--- src/source/core_defines.svh ---
`ifndef CORE_DEFINES_SVH
`define CORE_DEFINES_SVH

// data and address width
`define XLEN 32

// first fetch address after reset
`define RESET_PC 32'h8000_0000

// number of architectural integer registers
`define REG_COUNT 32

// ebreak as a full instruction word
`define EBREAK_INST 32'h0010_0073

`endif

--- src/source/core_pkg.sv ---
`include "core_defines.svh"

package core_pkg;

	typedef enum logic [3:0] {
		aluAdd, aluSub, aluSll, aluSlt, aluSltu, aluXor,
		aluSrl, aluSra, aluOr, aluAnd, aluPassB
	} aluOpT;

	typedef enum logic [2:0] {
		brNone, brEq, brNe, brLt, brGe, brLtu, brGeu
	} brCondT;

	typedef enum logic [1:0] {wbAlu, wbLoad, wbPcPlus4} wbSelT;

	// encoded like funct3[1:0] of loads and stores
	typedef enum logic [1:0] {memByte, memHalf, memWord} memSizeT;

	typedef struct packed {
		logic [`XLEN-1:0] pc;
		logic [31:0] inst;
	} ifIdT;

	typedef struct packed {
		logic [`XLEN-1:0] pc;
		logic [31:0] inst;
		logic [`XLEN-1:0] rs1Val;
		logic [`XLEN-1:0] rs2Val;
		logic [`XLEN-1:0] imm;
		aluOpT aluOp;
		logic srcAPc;   // auipc
		logic srcBImm;
		brCondT brCond;
		logic jal;
		logic jalr;
		logic memRead;
		logic memWrite;
		memSizeT memSize;
		logic memUnsigned;
		wbSelT wbSel;
		logic [4:0] rdAddr;
		logic regWrite;
		logic illegal;
		logic isEbreak;
	} idExT;

	typedef struct packed {
		logic [`XLEN-1:0] pc;
		logic [31:0] inst;
		logic [`XLEN-1:0] aluResult;
		logic [`XLEN-1:0] storeData;
		logic memRead;
		logic memWrite;
		memSizeT memSize;
		logic memUnsigned;
		wbSelT wbSel;
		logic [4:0] rdAddr;
		logic regWrite;
		logic illegal;
		logic isEbreak;
	} exMemT;

	typedef struct packed {
		logic [`XLEN-1:0] pc;
		logic [31:0] inst;
		logic [4:0] rdAddr;
		logic regWrite;
		logic [`XLEN-1:0] wbData;
		logic illegal;
		logic isEbreak;
	} memWbT;

	typedef struct packed {
		logic [`XLEN-1:0] pc;
		logic [31:0] inst;
		logic [4:0] rdAddr;
		logic rdWe;
		logic [`XLEN-1:0] rdData;
		logic illegal;
	} retireT;

endpackage

--- src/source/decodeStage.sv ---
`timescale 1ns/10ps
`include "core_defines.svh"

module decodeStage import core_pkg::*; (
	input logic inValid,
	input ifIdT in,
	input idExT exEntry,
	input logic exValid,
	input exMemT memEntry,
	input logic memValid,
	output logic [4:0] rs1Addr,
	output logic [4:0] rs2Addr,
	input logic [`XLEN-1:0] rs1Val,
	input logic [`XLEN-1:0] rs2Val,
	output logic stall,
	output idExT out
);

	logic [6:0] opcode;
	logic [2:0] funct3;
	logic [6:0] funct7;
	logic [4:0] rd;
	logic [`XLEN-1:0] immI;
	logic [`XLEN-1:0] immS;
	logic [`XLEN-1:0] immB;
	logic [`XLEN-1:0] immU;
	logic [`XLEN-1:0] immJ;
	aluOpT arithOp;
	logic legal;
	logic exHit;
	logic memHit;

	assign opcode = in.inst[6:0];
	assign rd = in.inst[11:7];
	assign funct3 = in.inst[14:12];
	assign rs1Addr = in.inst[19:15];
	assign rs2Addr = in.inst[24:20];
	assign funct7 = in.inst[31:25];

	assign immI = {{20{in.inst[31]}}, in.inst[31:20]};
	assign immS = {{20{in.inst[31]}}, in.inst[31:25], in.inst[11:7]};
	assign immB = {{19{in.inst[31]}}, in.inst[31], in.inst[7], in.inst[30:25],
		in.inst[11:8], 1'b0};
	assign immU = {in.inst[31:12], 12'b0};
	assign immJ = {{11{in.inst[31]}}, in.inst[31], in.inst[19:12], in.inst[20],
		in.inst[30:21], 1'b0};

	// shared by OP and OP-IMM, sub only exists for OP
	always_comb begin
		case (funct3)
			3'b000: arithOp = (opcode[5] && funct7[5]) ? aluSub : aluAdd;
			3'b001: arithOp = aluSll;
			3'b010: arithOp = aluSlt;
			3'b011: arithOp = aluSltu;
			3'b100: arithOp = aluXor;
			3'b101: arithOp = funct7[5] ? aluSra : aluSrl;
			3'b110: arithOp = aluOr;
			default: arithOp = aluAnd;
		endcase
	end

	always_comb begin
		out = '0;
		out.pc = in.pc;
		out.inst = in.inst;
		out.rs1Val = rs1Val;
		out.rs2Val = rs2Val;
		out.rdAddr = rd;
		out.aluOp = aluAdd;
		out.brCond = brNone;
		out.wbSel = wbAlu;
		out.memSize = memWord;
		legal = 1'b1;
		case (opcode)
			7'b0110111: begin // lui
				out.imm = immU;
				out.srcBImm = 1'b1;
				out.aluOp = aluPassB;
				out.regWrite = 1'b1;
			end
			7'b0010111: begin // auipc
				out.imm = immU;
				out.srcAPc = 1'b1;
				out.srcBImm = 1'b1;
				out.regWrite = 1'b1;
			end
			7'b1101111: begin
				out.imm = immJ;
				out.jal = 1'b1;
				out.wbSel = wbPcPlus4;
				out.regWrite = 1'b1;
			end
			7'b1100111: begin
				out.imm = immI;
				out.srcBImm = 1'b1; // target rs1 + imm through the ALU
				out.jalr = 1'b1;
				out.wbSel = wbPcPlus4;
				out.regWrite = 1'b1;
				legal = (funct3 == 3'b000);
			end
			7'b1100011: begin
				out.imm = immB;
				case (funct3)
					3'b000: out.brCond = brEq;
					3'b001: out.brCond = brNe;
					3'b100: out.brCond = brLt;
					3'b101: out.brCond = brGe;
					3'b110: out.brCond = brLtu;
					3'b111: out.brCond = brGeu;
					default: legal = 1'b0;
				endcase
			end
			7'b0000011: begin
				out.imm = immI;
				out.srcBImm = 1'b1;
				out.memRead = 1'b1;
				out.memSize = memSizeT'(funct3[1:0]);
				out.memUnsigned = funct3[2];
				out.wbSel = wbLoad;
				out.regWrite = 1'b1;
				legal = (funct3 inside {3'b000, 3'b001, 3'b010, 3'b100, 3'b101});
			end
			7'b0100011: begin
				out.imm = immS;
				out.srcBImm = 1'b1;
				out.memWrite = 1'b1;
				out.memSize = memSizeT'(funct3[1:0]);
				legal = (funct3 inside {3'b000, 3'b001, 3'b010});
			end
			7'b0010011: begin
				out.imm = immI;
				out.srcBImm = 1'b1;
				out.aluOp = arithOp;
				out.regWrite = 1'b1;
				if (funct3 == 3'b001) begin
					legal = (funct7 == 7'b0000000);
				end else if (funct3 == 3'b101) begin
					legal = (funct7 == 7'b0000000) || (funct7 == 7'b0100000);
				end
			end
			7'b0110011: begin
				out.aluOp = arithOp;
				out.regWrite = 1'b1;
				legal = (funct7 == 7'b0000000) ||
					(funct7 == 7'b0100000 && (funct3 == 3'b000 || funct3 == 3'b101));
			end
			7'b1110011: begin
				legal = (in.inst == `EBREAK_INST);
				out.isEbreak = legal;
			end
			default: legal = 1'b0;
		endcase
		// illegal retires with no side effects
		if (!legal) begin
			out.regWrite = 1'b0;
			out.memRead = 1'b0;
			out.memWrite = 1'b0;
			out.jal = 1'b0;
			out.jalr = 1'b0;
			out.brCond = brNone;
		end
		if (rd == 5'd0) begin
			out.regWrite = 1'b0;
		end
		out.illegal = !legal;
	end

	// RAW against the two older stages, writeback is covered by the register file
	assign exHit = exValid && exEntry.regWrite &&
		((rs1Addr != 5'd0 && exEntry.rdAddr == rs1Addr) ||
		(rs2Addr != 5'd0 && exEntry.rdAddr == rs2Addr));
	assign memHit = memValid && memEntry.regWrite &&
		((rs1Addr != 5'd0 && memEntry.rdAddr == rs1Addr) ||
		(rs2Addr != 5'd0 && memEntry.rdAddr == rs2Addr));
	assign stall = inValid && (exHit || memHit);

endmodule

--- src/source/executeStage.sv ---
`timescale 1ns/10ps
`include "core_defines.svh"

module executeStage import core_pkg::*; (
	input logic inValid,
	input idExT in,
	output logic redirect,
	output logic [`XLEN-1:0] redirectPc,
	output exMemT out
);

	logic [`XLEN-1:0] opA;
	logic [`XLEN-1:0] opB;
	logic [`XLEN-1:0] aluResult;
	logic taken;

	assign opA = in.srcAPc ? in.pc : in.rs1Val;
	assign opB = in.srcBImm ? in.imm : in.rs2Val;

	always_comb begin
		case (in.aluOp)
			aluAdd: aluResult = opA + opB;
			aluSub: aluResult = opA - opB;
			aluSll: aluResult = opA << opB[4:0];
			aluSlt: aluResult = `XLEN'($signed(opA) < $signed(opB));
			aluSltu: aluResult = `XLEN'(opA < opB);
			aluXor: aluResult = opA ^ opB;
			aluSrl: aluResult = opA >> opB[4:0];
			aluSra: aluResult = $unsigned($signed(opA) >>> opB[4:0]);
			aluOr: aluResult = opA | opB;
			aluAnd: aluResult = opA & opB;
			default: aluResult = opB; // lui
		endcase
	end

	// compare always on the register values
	always_comb begin
		case (in.brCond)
			brEq: taken = (in.rs1Val == in.rs2Val);
			brNe: taken = (in.rs1Val != in.rs2Val);
			brLt: taken = ($signed(in.rs1Val) < $signed(in.rs2Val));
			brGe: taken = ($signed(in.rs1Val) >= $signed(in.rs2Val));
			brLtu: taken = (in.rs1Val < in.rs2Val);
			brGeu: taken = (in.rs1Val >= in.rs2Val);
			default: taken = 1'b0;
		endcase
	end

	assign redirect = inValid && (in.jal || in.jalr || taken);
	assign redirectPc = in.jalr ? {aluResult[`XLEN-1:1], 1'b0} : in.pc + in.imm;

	always_comb begin
		out.pc = in.pc;
		out.inst = in.inst;
		out.aluResult = aluResult;
		out.storeData = in.rs2Val;
		out.memRead = in.memRead;
		out.memWrite = in.memWrite;
		out.memSize = in.memSize;
		out.memUnsigned = in.memUnsigned;
		out.wbSel = in.wbSel;   // pcPlus4 for jal and jalr
		out.rdAddr = in.rdAddr;
		out.regWrite = in.regWrite;
		out.illegal = in.illegal;
		out.isEbreak = in.isEbreak;
	end

endmodule

--- src/source/fetchStage.sv ---
`timescale 1ns/10ps
`include "core_defines.svh"

module fetchStage import core_pkg::*; (
	input logic clk,
	input logic arstN,
	input logic stall,
	input logic redirect,
	input logic halted,
	input logic [`XLEN-1:0] redirectPc,
	output logic [`XLEN-1:0] imemAddr,
	input logic [31:0] imemData,
	output logic outValid,
	output ifIdT out
);

	logic [`XLEN-1:0] pc;  // address of the word now on imemData
	logic reqValid;

	// next request, the memory answers one cycle later
	always_comb begin
		if (redirect) begin
			imemAddr = redirectPc;
		end else if (stall || halted) begin
			imemAddr = pc;     // re-read the word decode could not take
		end else begin
			imemAddr = pc + `XLEN'd4;
		end
	end

	always_ff @(posedge clk or negedge arstN) begin
		if (!arstN) begin
			pc <= `RESET_PC - `XLEN'd4; // so the first request is RESET_PC
			reqValid <= 1'b0;
		end else begin
			pc <= imemAddr;
			reqValid <= !halted;
		end
	end

	// word fetched on the old path is dropped
	assign outValid = reqValid && !redirect && !halted;
	assign out.pc = pc;
	assign out.inst = imemData;

	// redirect targets come from execute
	fetchAligned: assert property (@(posedge clk) disable iff (!arstN)
		imemAddr[1:0] == 2'b00);

endmodule

--- src/source/memStage.sv ---
`timescale 1ns/10ps
`include "core_defines.svh"

module memStage import core_pkg::*; (
	input logic inValid,
	input exMemT in,
	output logic [`XLEN-1:0] dmemAddr,
	output logic [`XLEN-1:0] dmemWdata,
	output logic [3:0] dmemWmask,
	output logic dmemWe,
	output logic dmemRe,
	input logic [`XLEN-1:0] dmemRdata,
	output memWbT out
);

	logic [1:0] offset;
	logic [`XLEN-1:0] laneData;
	logic [`XLEN-1:0] loadVal;

	assign dmemAddr = in.aluResult;
	assign offset = in.aluResult[1:0];
	assign dmemWe = inValid && in.memWrite;   // one strobe per store
	assign dmemRe = inValid && in.memRead;

	// replicate the data so every lane carries it, the mask picks one
	always_comb begin
		case (in.memSize)
			memByte: begin
				dmemWdata = {4{in.storeData[7:0]}};
				dmemWmask = 4'b0001 << offset;
			end
			memHalf: begin
				dmemWdata = {2{in.storeData[15:0]}};
				dmemWmask = 4'b0011 << offset;
			end
			default: begin
				dmemWdata = in.storeData;
				dmemWmask = 4'b1111;
			end
		endcase
	end

	always_comb begin
		laneData = dmemRdata >> {offset, 3'b000};
		case (in.memSize)
			memByte: loadVal = in.memUnsigned ? {{(`XLEN-8){1'b0}}, laneData[7:0]} :
				{{(`XLEN-8){laneData[7]}}, laneData[7:0]};
			memHalf: loadVal = in.memUnsigned ? {{(`XLEN-16){1'b0}}, laneData[15:0]} :
				{{(`XLEN-16){laneData[15]}}, laneData[15:0]};
			default: loadVal = dmemRdata;
		endcase
	end

	always_comb begin
		out.pc = in.pc;
		out.inst = in.inst;
		out.rdAddr = in.rdAddr;
		out.regWrite = in.regWrite;
		out.illegal = in.illegal;
		out.isEbreak = in.isEbreak;
		case (in.wbSel)
			wbLoad: out.wbData = loadVal;
			wbPcPlus4: out.wbData = in.pc + `XLEN'd4;
			default: out.wbData = in.aluResult;
		endcase
	end

	// address comes from a register plus offset in execute
	always_comb begin
		if (inValid && (in.memRead || in.memWrite)) begin
			if (in.memSize == memHalf) begin
				assert (offset[0] == 1'b0) else $error("misaligned halfword at %h", dmemAddr);
			end else if (in.memSize == memWord) begin
				assert (offset == 2'b00) else $error("misaligned word at %h", dmemAddr);
			end
		end
	end

endmodule

--- src/source/pipeReg.sv ---
`timescale 1ns/10ps

module pipeReg #(
	parameter type payloadT = logic
) (
	input logic clk,
	input logic arstN,
	input logic stall,
	input logic flush,
	input logic inValid,
	input payloadT inData,
	output logic outValid,
	output payloadT outData
);

	always_ff @(posedge clk or negedge arstN) begin
		if (!arstN) begin
			outValid <= 1'b0;
		end else if (flush) begin
			outValid <= 1'b0; // squashed entry becomes a bubble
		end else if (!stall) begin
			outValid <= inValid;
		end
	end

	always_ff @(posedge clk) begin
		if (!stall) begin
			outData <= inData;
		end
	end

	// only a real entry is ever held
	stallHoldsValid: assert property (@(posedge clk) disable iff (!arstN)
		stall |-> outValid);

endmodule

--- src/source/regFile.sv ---
`timescale 1ns/10ps
`include "core_defines.svh"

module regFile (
	input logic clk,
	input logic arstN,
	input logic [4:0] rs1Addr,
	input logic [4:0] rs2Addr,
	input logic [4:0] rdAddr,
	input logic we,
	input logic [`XLEN-1:0] rdData,
	output logic [`XLEN-1:0] rs1Val,
	output logic [`XLEN-1:0] rs2Val
);

	logic [`XLEN-1:0] regs [`REG_COUNT];

	always_ff @(posedge clk or negedge arstN) begin
		if (!arstN) begin
			for (int i = 0; i < `REG_COUNT; i++) begin
				regs[i] <= '0;
			end
		end else if (we && rdAddr != 5'd0) begin
			regs[rdAddr] <= rdData;
		end
	end

	function automatic logic [`XLEN-1:0] readPort(input logic [4:0] addr);
		if (addr == 5'd0) begin
			return '0;
		end
		if (we && addr == rdAddr) begin
			return rdData; // writeback in the same cycle
		end
		return regs[addr];
	endfunction

	always_comb begin
		rs1Val = readPort(rs1Addr);
		rs2Val = readPort(rs2Addr);
	end

endmodule

--- src/source/rvCore.sv ---
`timescale 1ns/10ps
`include "core_defines.svh"

module rvCore import core_pkg::*; (
	input logic clk,
	input logic arstN,
	output logic [`XLEN-1:0] imemAddr,
	input logic [31:0] imemData,
	output logic [`XLEN-1:0] dmemAddr,
	output logic [`XLEN-1:0] dmemWdata,
	output logic [3:0] dmemWmask,
	output logic dmemWe,
	output logic dmemRe,
	input logic [`XLEN-1:0] dmemRdata,
	output logic retireValid,
	output retireT retire,
	output logic halted
);

	logic fetchValid;
	ifIdT fetchOut;
	logic ifIdValid;
	ifIdT ifId;
	logic decStall;
	idExT decOut;
	logic [4:0] rs1Addr;
	logic [4:0] rs2Addr;
	logic [`XLEN-1:0] rs1Val;
	logic [`XLEN-1:0] rs2Val;
	logic idExValid;
	idExT idEx;
	logic redirect;
	logic [`XLEN-1:0] redirectPc;
	exMemT exOut;
	logic exMemValid;
	exMemT exMem;
	logic memInValid;
	memWbT memOut;
	logic memWbValid;
	memWbT memWb;
	logic haltNow;

	fetchStage i_fetch (
		.clk(clk), .arstN(arstN),
		.stall(decStall), .redirect(redirect), .halted(halted), .redirectPc(redirectPc),
		.imemAddr(imemAddr), .imemData(imemData),
		.outValid(fetchValid), .out(fetchOut)
	);

	pipeReg #(.payloadT(ifIdT)) i_ifIdReg (
		.clk(clk), .arstN(arstN), .stall(decStall), .flush(redirect),
		.inValid(fetchValid), .inData(fetchOut), .outValid(ifIdValid), .outData(ifId)
	);

	decodeStage i_decode (
		.inValid(ifIdValid), .in(ifId),
		.exEntry(idEx), .exValid(idExValid), .memEntry(exMem), .memValid(exMemValid),
		.rs1Addr(rs1Addr), .rs2Addr(rs2Addr), .rs1Val(rs1Val), .rs2Val(rs2Val),
		.stall(decStall), .out(decOut)
	);

	regFile i_regFile (
		.clk(clk), .arstN(arstN), .rs1Addr(rs1Addr), .rs2Addr(rs2Addr),
		.rdAddr(memWb.rdAddr), .we(memWbValid && memWb.regWrite), .rdData(memWb.wbData),
		.rs1Val(rs1Val), .rs2Val(rs2Val)
	);

	// stalled decode sends a bubble into execute
	pipeReg #(.payloadT(idExT)) i_idExReg (
		.clk(clk), .arstN(arstN), .stall(1'b0), .flush(redirect),
		.inValid(ifIdValid && !decStall), .inData(decOut),
		.outValid(idExValid), .outData(idEx)
	);

	executeStage i_execute (
		.inValid(idExValid), .in(idEx),
		.redirect(redirect), .redirectPc(redirectPc), .out(exOut)
	);

	pipeReg #(.payloadT(exMemT)) i_exMemReg (
		.clk(clk), .arstN(arstN), .stall(1'b0), .flush(1'b0),
		.inValid(idExValid), .inData(exOut), .outValid(exMemValid), .outData(exMem)
	);

	// nothing younger than a retiring ebreak touches memory or retires
	assign haltNow = halted || (memWbValid && memWb.isEbreak);
	assign memInValid = exMemValid && !haltNow;

	memStage i_mem (
		.inValid(memInValid), .in(exMem),
		.dmemAddr(dmemAddr), .dmemWdata(dmemWdata), .dmemWmask(dmemWmask),
		.dmemWe(dmemWe), .dmemRe(dmemRe), .dmemRdata(dmemRdata), .out(memOut)
	);

	pipeReg #(.payloadT(memWbT)) i_memWbReg (
		.clk(clk), .arstN(arstN), .stall(1'b0), .flush(1'b0),
		.inValid(memInValid), .inData(memOut), .outValid(memWbValid), .outData(memWb)
	);

	always_ff @(posedge clk or negedge arstN) begin
		if (!arstN) begin
			halted <= 1'b0;
		end else if (memWbValid && memWb.isEbreak) begin
			halted <= 1'b1;   // sticky until reset
		end
	end

	assign retireValid = memWbValid;
	assign retire.pc = memWb.pc;
	assign retire.inst = memWb.inst;
	assign retire.rdAddr = memWb.rdAddr;
	assign retire.rdWe = memWb.regWrite;
	assign retire.rdData = memWb.regWrite ? memWb.wbData : '0;
	assign retire.illegal = memWb.illegal;

endmodule

--- config.mk ---
export PLATFORM = sky130hd
export DESIGN_NAME = rvCore
export DESIGN_NICKNAME = d
export VERILOG_FILES = /design/src/source/core_pkg.sv /design/src/source/decodeStage.sv /design/src/source/executeStage.sv /design/src/source/fetchStage.sv /design/src/source/memStage.sv /design/src/source/pipeReg.sv /design/src/source/regFile.sv /design/src/source/rvCore.sv
export VERILOG_INCLUDE_DIRS = /design/src /design/src/source
export SDC_FILE = /design/constraint.sdc
export NUM_CORES = 2
export LEC_CHECK = 0
export BUFFER_PORTS_ARGS = -buffer_cell sky130_fd_sc_hd__buf_2
export CAP_MARGIN = 20
export CORE_MARGIN = 3
export CORE_UTILIZATION = 40
export CTS_CLUSTER_DIAMETER = 150
export DETAILED_ROUTE_END_ITERATION = 8
export MAX_ROUTING_LAYER = met4
export PLACE_DENSITY = 0.65
export SYNTH_ARGS = -nofsm -noshare
export SYNTH_HDL_FRONTEND = slang
export SYNTH_HIERARCHICAL = 1
export SYNTH_SLANG_ARGS = --single-unit
--- constraint.sdc ---
create_clock -name clk -period 8.7 [get_ports clk]
set_input_delay 0.435 -clock clk [delete_from_list [all_inputs] [get_ports clk]]
set_output_delay 0.435 -clock clk [all_outputs]
set_load 0.005 [all_outputs]
==> summary.md <==
Place
- final weighted congestion in routability-driven placement: 1.06
- HPWL after DPL: 261000 µm
- quantity of I/O buffers inserted on ports: 272
- placement-stage worst setup slack: 2190 ps

Routing
- Routed Antenna Nets: 0
- number of vias per cell after detailed routing: 6.52
- overall routed net length: 382000 µm
- routed via count: 67100
- number of detailed-route iterations in the first pass: 6
- routed wire length per instance: 37.1 µm
- drt first-iter violations: 7602
- DRC errors left: 0

Die
- starting utilization of the core area: 0.403
- die width: 486 µm
- Boundary Pins: 273
- Core Box Area: 228000 µm²
- # rows: 175
- Die Outline Area: 236000 µm²
- height of the chip: 486 µm

Synthesis
- number of warning messages in the yosys log: 6
- share of synthesized flip-flops with an asynchronous set or reset: 0.681
- post-synthesis cell area: 92000 µm²
- syn avg cell area: 12.5 µm²
- flop and latch count out of synthesis: 1559
- Synth cell types: 118
- sequential area share after synthesis: 0.452
- count of mapped cells out of synthesis: 7366
- dominant register cell in the synthesized netlist: dfrtp_1
- count of flip-flops with a built-in enable after synthesis: 497

Clocking
- sinks on the clock net: 1559
- maximum clock insertion buffer count: 3
- TritonCTS Buffers: 174
- CTS tree: built
- worst-skew pair later-pin latency: 870 ps
- root buffer cell: clkbuf_16
- H-tree levels: 4
- post-CTS setup buffers: 0
- Clock transition at path regs: 70 ps

Power
- total power consumption of the routed design: 21100 µW
- VDD IR-drop max: 209 µV
- P_leak: 0.0434 µW
- total power density per cell area: 211 nW/µm²

Setup path
- reg2reg end: i_fetch/pc[16]$_DFF_PN1_
- R2R setup slack: 2310 ps
- startpoint type of the worst setup path: register
- kind of critical path: reg -> out
- kind of end point of the critical path: output pin
- cell type with the highest occurrence count on the critical path: buf_4
- Cell Chain, Critical Path: buf_4 > mux2i_1 > ha_1 > or3_1 > nor4_1 > a2111oi_0 > buf_4 > o41ai_1 > o22ai_1 > o21ai_0 > a32oi_1 > mux2_2 > nor2_1 > a31oi_1 > buf_2
- crit path DAT: 7290 ps
- peak per-stage delay on the critical path: 910 ps
- library cell contributing the largest single delay on the critical path: edfxtp_1
- depth of the most critical reg-to-reg path: 14
- reg-to-reg critical path startpoint: i_idExReg/outData[21]$_DFFE_PN_
- crit path max fanout: 14
- Req. time, crit path: 8270 ps

Timing
- crit path time final: 7730 ps
- worst clock skew: 83.0 ps
- post-route fraction of the period consumed by the critical path: 0.888
- setup repair after global routing missed its margin: no
- Rel. slew slack: 0.166
- Final Worst Setup Slack: 970 ps
- Slew Limit Fails: 0
- Final setup violation count: 0
- final hold violation count: 0
- Setup TNS: 0 ps
- Tightest Pin Transition: 1250 ps
- top achievable clock speed: 129 MHz

GRT
- global router's overall resource usage: 0.326
- grt total ovfl: 0
- number of antenna violations at the first check in global routing: 24
- maximum number of pins on one net before global-route repair: 187
- first-pass GRT wire length: 528000 µm
- via count of the first global-routing pass: 66100

Final layout
- count of nets after finishing: 7326
- Sequential Area: 41500 µm²
- layout overhead on the synthesized area: 8.78%
- commonest cells after routing, fill and taps aside: mux2_2, dfrtp_1, edfxtp_1
- FILL cells: 20700
- fraction of final layout cells with drive strength greater than 1: 0.349
- multi-input combinational cell area: 44100 µm²
- most common cell after layout, fill and taps aside: mux2_2

Min path
- hold-critical path endpoint: i_memWbReg/outData[2]$_DFFE_PN_
- launch instance of the worst min-delay path: dmemRdata[0]
- number of cells on the worst hold path: 3
- path category of the worst min-delay check: in -> reg

Outcome
- run status: completed

Run
- Max-Cap Viols: 0

==> routing by layer <==
layer | wire length [µm] | track usage | part of all wire | vias to the layer above
met3 | 33800 | 0.0700 | 0.089 | 1042
met4 | 31600 | 0.225 | 0.083 | 0
met2 | 167000 | 0.471 | 0.44 | 3764
met5 | 0 | - | 0 | -
li1 | - | - | - | 27000
met1 | 149000 | 0.408 | 0.39 | 35300
==> per-stage QoR <==
| stage | hold WS (ps) | instances | instance area (µm²) | util |
|---|---|---|---|---|
| finish | 67.2 | 10300 | 100000 | 0.439 |
| global route | 44.0 | 10300 | 100000 | 0.438 |
| CTS | 6.56 | 10300 | 99900 | 0.438 |
| detailed placement | 384 | 9876 | 93300 | 0.409 |
| global placement | 376 | 9874 | 93200 | 0.409 |
| floorplan | 139 | 7373 | 92000 | - |
==> worst max path at each step <==
stage / start / end / slack (ps) / depth (start not counted)
global placement: i_idExReg/outData[20]$_DFFE_PN_ / imemAddr[7] / 1520 / 14
global route: i_idExReg/outData[21]$_DFFE_PN_ / imemAddr[16] / 880 / 15
finish: i_idExReg/outData[21]$_DFFE_PN_ / imemAddr[16] / 970 / 15
detailed placement: i_idExReg/outData[21]$_DFFE_PN_ / imemAddr[16] / 2190 / 18
CTS: i_idExReg/outData[21]$_DFFE_PN_ / imemAddr[16] / 1230 / 18
floorplan: i_idExReg/outData[20]$_DFFE_PN_ / imemAddr[25] / 3820 / 17
==> critical path: cells and delay by family, from the launching register on <==
family | cells | cell delay [ps]
DFF | 1 | 910
muxes | 2 | 1010
AOI/OAI and AO/OA | 6 | 2190
and+or+nand+nor | 3 | 1110
adders and majority gates | 1 | 520
buffers and inverters | 3 | 700
==> cell families (layout without fill, tap and decap cells) <==
| group | count (synthesis) | count (layout) | share of synthesized area |
|---|---|---|---|
| multiplexers | 1901 | 1901 | 0.282 |
| flip-flops | 1559 | 1559 | 0.452 |
| AO/OA/AOI/OAI | 1280 | 1280 | 0.0959 |
| buffers and inverters | 1176 | 1048 | 0.0725 |
| AND/OR/NAND/NOR | 1171 | 1171 | 0.0648 |
| adder cells (fa/ha/maj) | 168 | 168 | 0.0231 |
| XOR/XNOR | 110 | 110 | 0.0105 |
| other | 1 | 53 | 0.0000408 |
==> sequential cells by signal, summed over array words and instances (netlist names), 32 cells and up <==
register            cells
i_idExReg/outData     186
i_ifIdReg/outData      64
i_memWbReg/outData    104
i_exMemReg/outData    143
i_fetch/pc             32
i_regFile/regs       1024
==> what timing repair did <==
action | 4_1_cts | 5_1_grt
hold endpoints to repair | 120 | 0
hold buffers | 46 | 0
resized for setup | 0 | 0
==> cell usage after synthesis, types with 170 or more instances <==
master	number	area (µm²)
mux2i_1	361	3610
clkbuf_1	312	1170
buf_4	448	3360
dfrtp_1	1033	25800
mux4_2	428	9640
o21ai_0	214	1070
nor2_1	264	991
a21oi_1	238	1190
mux2_2	1094	12300
edfxtp_1	497	14900
nand2_1	334	1250
a22oi_1	170	1280
==> final cells by class <==
cell class	count	share of cell area
tap	3009	0.0376
inverter	176	0.00663
antenna	45	0.00113
clock inverter	94	0.0117
timing repair buffer	543	0.0365
clock buffer	235	0.0502
sequential	1559	0.415
multi-input combinational	4638	0.441
==> power breakdown <==
group          internal [µW]  switching [µW]
Sequential              8190             551
Clock                   4530            3300
Combinational           1420            3120
(Power assumes the default switching activity.)
